`src/logic/sys_master_pkg.sv`:
```
`default_nettype none

package sys_master_pkg;

    ////////////////////////////////////////////////////////////
    // Data path widths
    ////////////////////////////////////////////////////////////

    localparam int unsigned HOST_DATA_WIDTH = 64;  // Host side port
    localparam int unsigned BUS_DATA_WIDTH  = 32;  // System bus
    localparam int unsigned ADDR_WIDTH      = 32;  // Byte address

    // One select bit per data byte
    localparam int unsigned HOST_SEL_WIDTH  = HOST_DATA_WIDTH / 8;
    localparam int unsigned BUS_SEL_WIDTH   = BUS_DATA_WIDTH / 8;

    // Low address bits dropped for a host word
    localparam int unsigned HOST_ALIGN_BITS = $clog2(HOST_SEL_WIDTH);

    // Flops between locked flag and released reset
    localparam int unsigned RESET_SYNC_STAGES = 4;

    ////////////////////////////////////////////////////////////
    // Shared types
    ////////////////////////////////////////////////////////////

    typedef logic [HOST_DATA_WIDTH-1:0] host_data_t;
    typedef logic [BUS_DATA_WIDTH-1:0]  bus_data_t;
    typedef logic [ADDR_WIDTH-1:0]      addr_t;
    typedef logic [HOST_SEL_WIDTH-1:0]  host_sel_t;
    typedef logic [BUS_SEL_WIDTH-1:0]   bus_sel_t;

endpackage : sys_master_pkg

`default_nettype wire
```
`src/logic/wb_link_if.sv`:
```
`timescale 1ns/10ps
`default_nettype none

// 32-bit Wishbone classic link, single transfers only
interface wb_link_if
    import sys_master_pkg::*;
();

    // Request side
    logic      cyc;
    logic      stb;
    logic      we;
    addr_t     adr;
    bus_data_t dat_w;
    bus_sel_t  sel;

    // Response side
    bus_data_t dat_r;   // Valid with ack on reads
    logic      ack;     // One cycle pulse

    // Downsizer end
    modport master (
        output cyc,
        output stb,
        output we,
        output adr,
        output dat_w,
        output sel,
        input  dat_r,
        input  ack
    );

    // Bus master end
    modport slave (
        input  cyc,
        input  stb,
        input  we,
        input  adr,
        input  dat_w,
        input  sel,
        output dat_r,
        output ack
    );

endinterface : wb_link_if

`default_nettype wire

```
`src/logic/sys_master.sv`:
```
`timescale 1ns/10ps
`default_nettype none

module sys_master
    import sys_master_pkg::*;
(
    // Clock and reset
    input  logic       main_clk_i,
    input  logic       rst_i,
    input  logic       locked_i,    // From the clock generator
    output logic       soc_rst_o,   // Reset for the main domain

    // 64-bit host port
    input  logic       host_cyc_i,
    input  logic       host_stb_i,
    input  logic       host_we_i,
    input  addr_t      host_adr_i,
    input  host_data_t host_dat_i,
    input  host_sel_t  host_sel_i,
    output host_data_t host_dat_o,
    output logic       host_ack_o,

    // 32-bit system bus
    output logic       m_cyc_o,
    output logic       m_stb_o,
    output logic       m_we_o,
    output addr_t      m_adr_o,
    output bus_data_t  m_dat_o,
    output bus_sel_t   m_sel_o,
    input  bus_data_t  m_dat_i,
    input  logic       m_ack_i
);

    ////////////////////////////////////////////////////////////
    // Reset generation
    ////////////////////////////////////////////////////////////

    reset_sync u_reset_sync (
        .main_clk_i ( main_clk_i ),
        .rst_i      ( rst_i      ),
        .locked_i   ( locked_i   ),
        .soc_rst_o  ( soc_rst_o  )
    );

    ////////////////////////////////////////////////////////////
    // Host to bus path
    ////////////////////////////////////////////////////////////

    // Downsizer to bus master
    wb_link_if link ();

    // soc_rst_o already covers rst_i
    dwidth_downsizer u_downsizer (
        .main_clk_i ( main_clk_i ),
        .rst_i      ( soc_rst_o  ),
        .host_cyc_i ( host_cyc_i ),
        .host_stb_i ( host_stb_i ),
        .host_we_i  ( host_we_i  ),
        .host_adr_i ( host_adr_i ),
        .host_dat_i ( host_dat_i ),
        .host_sel_i ( host_sel_i ),
        .host_dat_o ( host_dat_o ),
        .host_ack_o ( host_ack_o ),
        .link       ( link       )
    );

    wb_bus_master u_bus_master (
        .main_clk_i ( main_clk_i ),
        .rst_i      ( soc_rst_o  ),
        .link       ( link       ),
        .m_cyc_o    ( m_cyc_o    ),
        .m_stb_o    ( m_stb_o    ),
        .m_we_o     ( m_we_o     ),
        .m_adr_o    ( m_adr_o    ),
        .m_dat_o    ( m_dat_o    ),
        .m_sel_o    ( m_sel_o    ),
        .m_dat_i    ( m_dat_i    ),
        .m_ack_i    ( m_ack_i    )
    );

    // Host side sees nothing until reset has released
    a_quiet_in_reset : assert property (
        @(posedge main_clk_i)
        soc_rst_o |=> !host_ack_o && !m_cyc_o && !m_stb_o
    ) else $error("Activity on host or bus while in reset");

endmodule : sys_master

`default_nettype wire

```
`src/logic/wb_bus_master.sv`:
```
`timescale 1ns/10ps
`default_nettype none

module wb_bus_master
    import sys_master_pkg::*;
(
    input  logic      main_clk_i,
    input  logic      rst_i,

    // Beats from the downsizer
    wb_link_if.slave  link,

    // External 32-bit Wishbone bus
    output logic      m_cyc_o,
    output logic      m_stb_o,
    output logic      m_we_o,
    output addr_t     m_adr_o,
    output bus_data_t m_dat_o,
    output bus_sel_t  m_sel_o,
    input  bus_data_t m_dat_i,
    input  logic      m_ack_i
);

    logic new_req;

    // Request still high during our own ack cycle is the old beat
    assign new_req = link.cyc && link.stb && !link.ack;

    ////////////////////////////////////////////////////////////
    // Bus cycle control
    ////////////////////////////////////////////////////////////

    always_ff @(posedge main_clk_i) begin
        if (rst_i) begin
            m_cyc_o  <= 1'b0;
            m_stb_o  <= 1'b0;
            link.ack <= 1'b0;
        end else begin
            link.ack <= 1'b0;
            if (!m_stb_o) begin
                if (new_req) begin
                    m_cyc_o <= 1'b1;
                    m_stb_o <= 1'b1;
                end
            end else if (m_ack_i) begin
                m_cyc_o  <= 1'b0;   // End of the single transfer
                m_stb_o  <= 1'b0;
                link.ack <= 1'b1;
            end
        end
    end

    // Request payload held for the whole bus cycle
    always_ff @(posedge main_clk_i) begin
        if (!m_stb_o && new_req) begin
            m_we_o  <= link.we;
            m_adr_o <= link.adr;
            m_dat_o <= link.dat_w;
            m_sel_o <= link.sel;
        end
    end

    // Read data returned with the link ack
    always_ff @(posedge main_clk_i) begin
        if (m_stb_o && m_ack_i) link.dat_r <= m_dat_i;
    end

    ////////////////////////////////////////////////////////////
    // Bus protocol checks
    ////////////////////////////////////////////////////////////

    a_stb_in_cyc : assert property (
        @(posedge main_clk_i) disable iff (rst_i)
        $rose(m_stb_o) |-> m_cyc_o
    ) else $error("m_stb_o raised outside a bus cycle");

    // Slave may stall as long as it likes, request stays put
    a_adr_stable : assert property (
        @(posedge main_clk_i) disable iff (rst_i)
        m_stb_o && !m_ack_i |=> m_stb_o && $stable(m_adr_o)
    ) else $error("m_adr_o changed before m_ack_i");

endmodule : wb_bus_master

`default_nettype wire

```
`src/logic/dwidth_downsizer.sv`:
```
`timescale 1ns/10ps
`default_nettype none

module dwidth_downsizer
    import sys_master_pkg::*;
(
    input  logic       main_clk_i,
    input  logic       rst_i,

    // 64-bit host port
    input  logic       host_cyc_i,
    input  logic       host_stb_i,
    input  logic       host_we_i,
    input  addr_t      host_adr_i,
    input  host_data_t host_dat_i,
    input  host_sel_t  host_sel_i,
    output host_data_t host_dat_o,
    output logic       host_ack_o,

    // 32-bit link towards the bus master
    wb_link_if.master  link
);

    typedef enum logic [2:0] {
        ST_IDLE,
        ST_LOW,    // Low beat on the link
        ST_GAP,    // Idle cycle between beats
        ST_HIGH,   // High beat on the link
        ST_DONE    // Host ack cycle
    } state_t;

    state_t state_q;

    addr_t base_adr;
    logic  low_used;
    logic  high_used;

    // Host word address, byte offset forced to zero
    assign base_adr = {host_adr_i[ADDR_WIDTH-1:HOST_ALIGN_BITS], {HOST_ALIGN_BITS{1'b0}}};

    // Empty halves are skipped, but an all-zero sel still costs one low beat
    assign high_used = |host_sel_i[HOST_SEL_WIDTH-1:BUS_SEL_WIDTH];
    assign low_used  = |host_sel_i[BUS_SEL_WIDTH-1:0] || !high_used;

    ////////////////////////////////////////////////////////////
    // Beat sequencing
    ////////////////////////////////////////////////////////////

    always_ff @(posedge main_clk_i) begin
        if (rst_i) begin
            state_q    <= ST_IDLE;
            link.cyc   <= 1'b0;
            link.stb   <= 1'b0;
            host_ack_o <= 1'b0;
        end else begin
            host_ack_o <= 1'b0;
            case (state_q)
                ST_IDLE: begin
                    if (host_cyc_i && host_stb_i) begin
                        link.cyc <= 1'b1;
                        link.stb <= 1'b1;
                        state_q  <= low_used ? ST_LOW : ST_HIGH;
                    end
                end
                ST_LOW: begin
                    if (link.ack) begin
                        link.cyc <= 1'b0;
                        link.stb <= 1'b0;
                        if (high_used) begin
                            state_q <= ST_GAP;
                        end else begin
                            state_q    <= ST_DONE;
                            host_ack_o <= 1'b1;
                        end
                    end
                end
                ST_GAP: begin
                    link.cyc <= 1'b1;
                    link.stb <= 1'b1;
                    state_q  <= ST_HIGH;
                end
                ST_HIGH: begin
                    if (link.ack) begin
                        link.cyc   <= 1'b0;
                        link.stb   <= 1'b0;
                        state_q    <= ST_DONE;
                        host_ack_o <= 1'b1;
                    end
                end
                default: state_q <= ST_IDLE;   // Back to idle after the ack
            endcase
        end
    end

    ////////////////////////////////////////////////////////////
    // Beat payload and read assembly
    ////////////////////////////////////////////////////////////

    always_ff @(posedge main_clk_i) begin
        case (state_q)
            ST_IDLE: begin
                link.we    <= host_we_i;
                host_dat_o <= '0;   // Skipped half reads as zero
                if (low_used) begin
                    link.adr   <= base_adr;
                    link.dat_w <= host_dat_i[BUS_DATA_WIDTH-1:0];
                    link.sel   <= host_sel_i[BUS_SEL_WIDTH-1:0];
                end else begin
                    link.adr   <= addr_t'(base_adr + BUS_SEL_WIDTH);
                    link.dat_w <= host_dat_i[HOST_DATA_WIDTH-1:BUS_DATA_WIDTH];
                    link.sel   <= host_sel_i[HOST_SEL_WIDTH-1:BUS_SEL_WIDTH];
                end
            end
            ST_LOW: begin
                if (link.ack && !link.we) host_dat_o[BUS_DATA_WIDTH-1:0] <= link.dat_r;
            end
            ST_GAP: begin
                link.adr   <= addr_t'(base_adr + BUS_SEL_WIDTH);   // Upper word
                link.dat_w <= host_dat_i[HOST_DATA_WIDTH-1:BUS_DATA_WIDTH];
                link.sel   <= host_sel_i[HOST_SEL_WIDTH-1:BUS_SEL_WIDTH];
            end
            ST_HIGH: begin
                if (link.ack && !link.we) begin
                    host_dat_o[HOST_DATA_WIDTH-1:BUS_DATA_WIDTH] <= link.dat_r;
                end
            end
            default: ;
        endcase
    end

    // Host must hold its request until the beats are through
    a_host_stable : assert property (
        @(posedge main_clk_i) disable iff (rst_i)
        (state_q inside {ST_LOW, ST_GAP, ST_HIGH}) |->
            host_cyc_i && host_stb_i && $stable(host_we_i) && $stable(host_adr_i)
            && $stable(host_dat_i) && $stable(host_sel_i)
    ) else $error("Host request changed during a transfer");

endmodule : dwidth_downsizer

`default_nettype wire

```
`src/logic/reset_sync.sv`:
```
`timescale 1ns/10ps
`default_nettype none

module reset_sync
    import sys_master_pkg::*;
(
    input  logic main_clk_i,
    input  logic rst_i,
    input  logic locked_i,   // Clock generator lock flag
    output logic soc_rst_o   // Active high system reset
);

    ////////////////////////////////////////////////////////////
    // Release chain
    ////////////////////////////////////////////////////////////

    // Fills with ones from bit 0 while the clock is locked
    logic [RESET_SYNC_STAGES-1:0] sync_q;

    always_ff @(posedge main_clk_i) begin
        if (rst_i || !locked_i) begin
            sync_q <= '0;   // Any lock loss restarts the count
        end else begin
            sync_q <= {sync_q[RESET_SYNC_STAGES-2:0], 1'b1};
        end
    end

    // Released once the last stage has filled
    assign soc_rst_o = ~sync_q[RESET_SYNC_STAGES-1];

    ////////////////////////////////////////////////////////////
    // Checks
    ////////////////////////////////////////////////////////////

    // Lock loss must reach the system within one edge
    a_lock_loss_resets : assert property (
        @(posedge main_clk_i) disable iff (rst_i)
        !$past(locked_i) |-> soc_rst_o
    ) else $error("soc_rst_o low after locked_i was low");

    // Release never comes sooner than a full chain of locked cycles
    a_release_delay : assert property (
        @(posedge main_clk_i) disable iff (rst_i)
        $fell(soc_rst_o) |-> $past(locked_i, RESET_SYNC_STAGES)
    ) else $error("soc_rst_o released before the chain filled");

endmodule : reset_sync

`default_nettype wire

```
`config.mk`:
```
export PLATFORM = sky130hd
export DESIGN_NAME = sys_master
export DESIGN_NICKNAME = d
export VERILOG_FILES = /design/src/logic/sys_master_pkg.sv /design/src/logic/wb_link_if.sv /design/src/logic/sys_master.sv /design/src/logic/wb_bus_master.sv /design/src/logic/dwidth_downsizer.sv /design/src/logic/reset_sync.sv
export SDC_FILE = /design/constraint.sdc
export NUM_CORES = 1
export LEC_CHECK = 0
export ABC_AREA = 1
export BUFFER_PORTS_ARGS = -buffer_cell sky130_fd_sc_hd__buf_2
export CORE_MARGIN = 5
export CORE_UTILIZATION = 40
export CTS_CLUSTER_DIAMETER = 40
export CTS_CLUSTER_SIZE = 20
export DETAILED_ROUTE_END_ITERATION = 10
export GPL_ROUTABILITY_DRIVEN = 0
export PLACE_DENSITY_LB_ADDON = 0.1
export SYNTH_ARGS = -nofsm -noshare
export SYNTH_HDL_FRONTEND = slang
export SYNTH_SLANG_ARGS = --single-unit
```
`constraint.sdc`:
```
create_clock -name main_clk_i -period 7 [get_ports main_clk_i]
set_input_delay 0 -clock main_clk_i [delete_from_list [all_inputs] [get_ports main_clk_i]]
set_output_delay 0 -clock main_clk_i [all_outputs]
set_load 0.05 [all_outputs]
```
==> metrics <==
CP bufs+invs=5; Final WS setup=4270 ps; startpoint types=primary input; Max Cap Violations=0; critical path peak fanout=33; GRT overflow=0; post-synth top area cell=edfxtp_1; GRT Resource Usage Total=15.8%; Max Clk Rate=0.367 GHz; Setup TNS=0 ps; RSZ-0062 raised after global routing=false; Die H=155 um; post-synth top area share=82.4%; Crit. path cell count=11; Worst-Margin Slew=1110 ps; M2 GR Usage=28.0%; R2R depth=4; hold depth=2; vias in the first global route=5760; GR peak layer=met2; syn avg cell area=15.8 um^2; Pleak=5.56 nW; Initial Util=40.2%; Clock Tree Buf Depth=3; asr flop ratio synth=0%; Post-synth EDFFs=230; Tmin final=2730 ps; drt via density=4.47; drt drc=0; final antenna-violating net count=0; Max Slew Vio Count=0; Post-Layout Cell Count=1264; met1 Usage GRT=19.0%; Ant. Diodes=0; top area cells in the synthesized netlist=edfxtp_1 82%, nand2_1 3.8%, nor2_1 3.4%, dfxtp_1 2.9%, nand3_1 2.1%; antenna violations before repair=0; Hold Violations, Final=0; Rel. slew slack=25.9%; row count=53; R2R Path Start=u_downsizer.state_q[0]$_SDFFE_PN0P_; slowest CP cell=dlygate4sd3_1; post-placement cell count=1065; fin util=60.4%; routed len/inst=15.5 um; register area share after synthesis=85.3%; Die Footprint=23900 um^2; Worst path max stage delay=570 ps; worst path required time=7390 ps; Port Buf Inserts=274; DRT Pass-1 Iters=4; detailed placer's ending HPWL=12600 um; R2R Setup Slk=4640 ps; Clock Tree Root=clkbuf_16; dpl cell area=10000 um^2; H-tree depth=1; synthesized area=8380 um^2; TritonCTS clock tree=built; HP Class=in -> reg; Final Cell Area=12600 um^2; worst path arrival time=3120 ps; Synth Register Bits=242; PD cells=270 nW/um^2; I/O Pins=280; worst-path cell chain=dlygate4sd3_1 -> buf_2 -> inv_1 -> nand2_1 -> dlygate4sd3_1 -> nor2_1 -> nand2_2 -> nand2_4 -> nand2_1 -> nand2_1 -> dlygate4sd3_1; Num CTS Buffers=31; setup violators final=0; Routed WL=19500 um; clock-pin slew of the registers on the worst-case setup and hold paths=50 ps; first-pass GRT wire length=30200 um; worst slack, placed=4580 ps; most common cell in the netlist=edfxtp_1; GR Util met3=3.61%; clk_lat worst skew=530 ps; Yosys cell types=22; hold wc startpoint=m_dat_i[18]; Area growth syn-to-layout=50.1%; Hold Crit Endpoint=u_bus_master.link.dat_r[18]$_DFFE_PP_; core area=20800 um^2; r2r endpoint=u_downsizer.host_dat_o[27]$_SDFFCE_PP0P_; DRT iter0 DRCs=243; setup repair bufs after CTS=0; Via Count=5653; delay-heaviest family, CP=buffers and inverters; layout cells sized above 1=35.4%; most frequent cells after synthesis=230 x edfxtp_1, 84 x nand2_1, 75 x nor2_1, 46 x inv_1, 35 x nand3_1; clock skew=14.9 ps; Setup crit end kind=flip-flop; Main synth FF type=edfxtp_1; peak supply drop=0.187 mV; status=completed; largest net degree at the start of global routing=68; Final Cycle Share=39.0%; Yosys warning total=0; Die Width=155 um; Syn Inst Count=529; WS Path Type=in -> reg; Nets=1108; clk sinks=242
through the flow:
| step | total power (W) | hold slack, ps |
|---|---|---|
| 6_report | 0.00339 | 172 |
| 5_1_grt | 0.00351 | 156 |
| 4_1_cts | 0.00343 | 141 |
| 3_5_place_dp | 0.00171 | 176 |
| 3_3_place_gp | 0.00171 | 176 |
| 2_1_floorplan | 0.00166 | 82.4 |
repair_timing:
action,in CTS,in global routing
hold endpoints to repair,110,0
gates resized for setup,0,0
hold buffers,142,0
layout by cell type (no fill, tap or decap), drive strengths merged:
master       Yosys  layout
buf             17     277
edfxtp         230     230
dlygate4sd3      0     142
nand2           87      87
nor2            77      77
inv             54      58
clkbuf           0      40
nand3           35      35
dfxtp           12      12
o21ai            7       7
a21oi            5       5
bufinv           0       5
clkinv           0       5
clkinvlp         0       3
a211oi           2       2
conb             1       2
or2              1       1
o21ba            1       1
routing by layer:
layer / wire length (um) / up-vias
met1: 7520 / 2679
met5: 0 / -
li1: - / 2705
met4: 634 / 0
met3: 1330 / 48
met2: 10100 / 221
final cells by class:
| class | instances | area (um^2) |
|---|---|---|
| clock inverters | 17 | 244 |
| clock buffers | 40 | 870 |
| fillers | 1651 | 8250 |
| multi-input cells | 217 | 951 |
| flip-flops and latches | 242 | 7150 |
| repair buffers | 419 | 2820 |
| well taps | 275 | 344 |
| inverters | 54 | 205 |
worst register-to-register path, delay by kind of cell (launching register included):
kind | cells | cell delay [ps]
compound gates | 1 | 930
simple gates | 2 | 340
flops | 1 | 370
buf+inv | 1 | 300
kinds of logic (layout without fill, tap and decap cells):
family / Yosys count / after routing / share of synthesized area (%)
AO/OA/AOI/OAI: 15 / 15 / 1.02
buffers and inverters: 71 / 530 / 3.75
AND/OR/NAND/NOR: 200 / 200 / 9.89
other: 1 / 2 / 0.0448
flip-flops: 242 / 242 / 85.3
worst max-delay path by stage:
stage                                   startpoint                                      end  slack (ps)
6_report                             host_sel_i[0]     u_downsizer.link.dat_w[20]$_DFFE_PP_        4270
3_5_place_dp   u_downsizer.state_q[0]$_SDFFE_PN0P_  u_downsizer.host_dat_o[9]$_SDFFCE_PP0P_        4580
2_1_floorplan      u_bus_master.m_stb_o$_SDFF_PN0_       u_bus_master.m_adr_o[10]$_DFFE_PP_        3100
4_1_cts                              host_sel_i[0]     u_downsizer.link.dat_w[20]$_DFFE_PP_        4290
3_3_place_gp   u_downsizer.state_q[0]$_SDFFE_PN0P_  u_downsizer.host_dat_o[7]$_SDFFCE_PP0P_        4670
5_1_grt                              host_sel_i[0]     u_downsizer.link.dat_w[20]$_DFFE_PP_        4070
report_power, final:
group	total [W]	leakage, nW	internal, W	switching, W
Sequential	0.00161	2.49	0.00160	0.00000586
Combinational	0.000137	2.54	0.0000911	0.0000456
Clock	0.00165	0.538	0.00106	0.000583
Total	0.00339	5.56	0.00276	0.000635
flip-flops by register name, indices dropped and copies added, names as in the netlist, 3 cells and up:
register                 flops
u_reset_sync.sync_q          4
u_downsizer.link.dat_w      32
u_downsizer.link.adr        30
u_bus_master.link.dat_r     32
u_bus_master.m_dat_o        32
u_downsizer.state_q          3
u_bus_master.m_sel_o         4
u_downsizer.link.sel         4
u_bus_master.m_adr_o        30
u_downsizer.host_dat_o      64
Power figures use the tool's default switching activity.
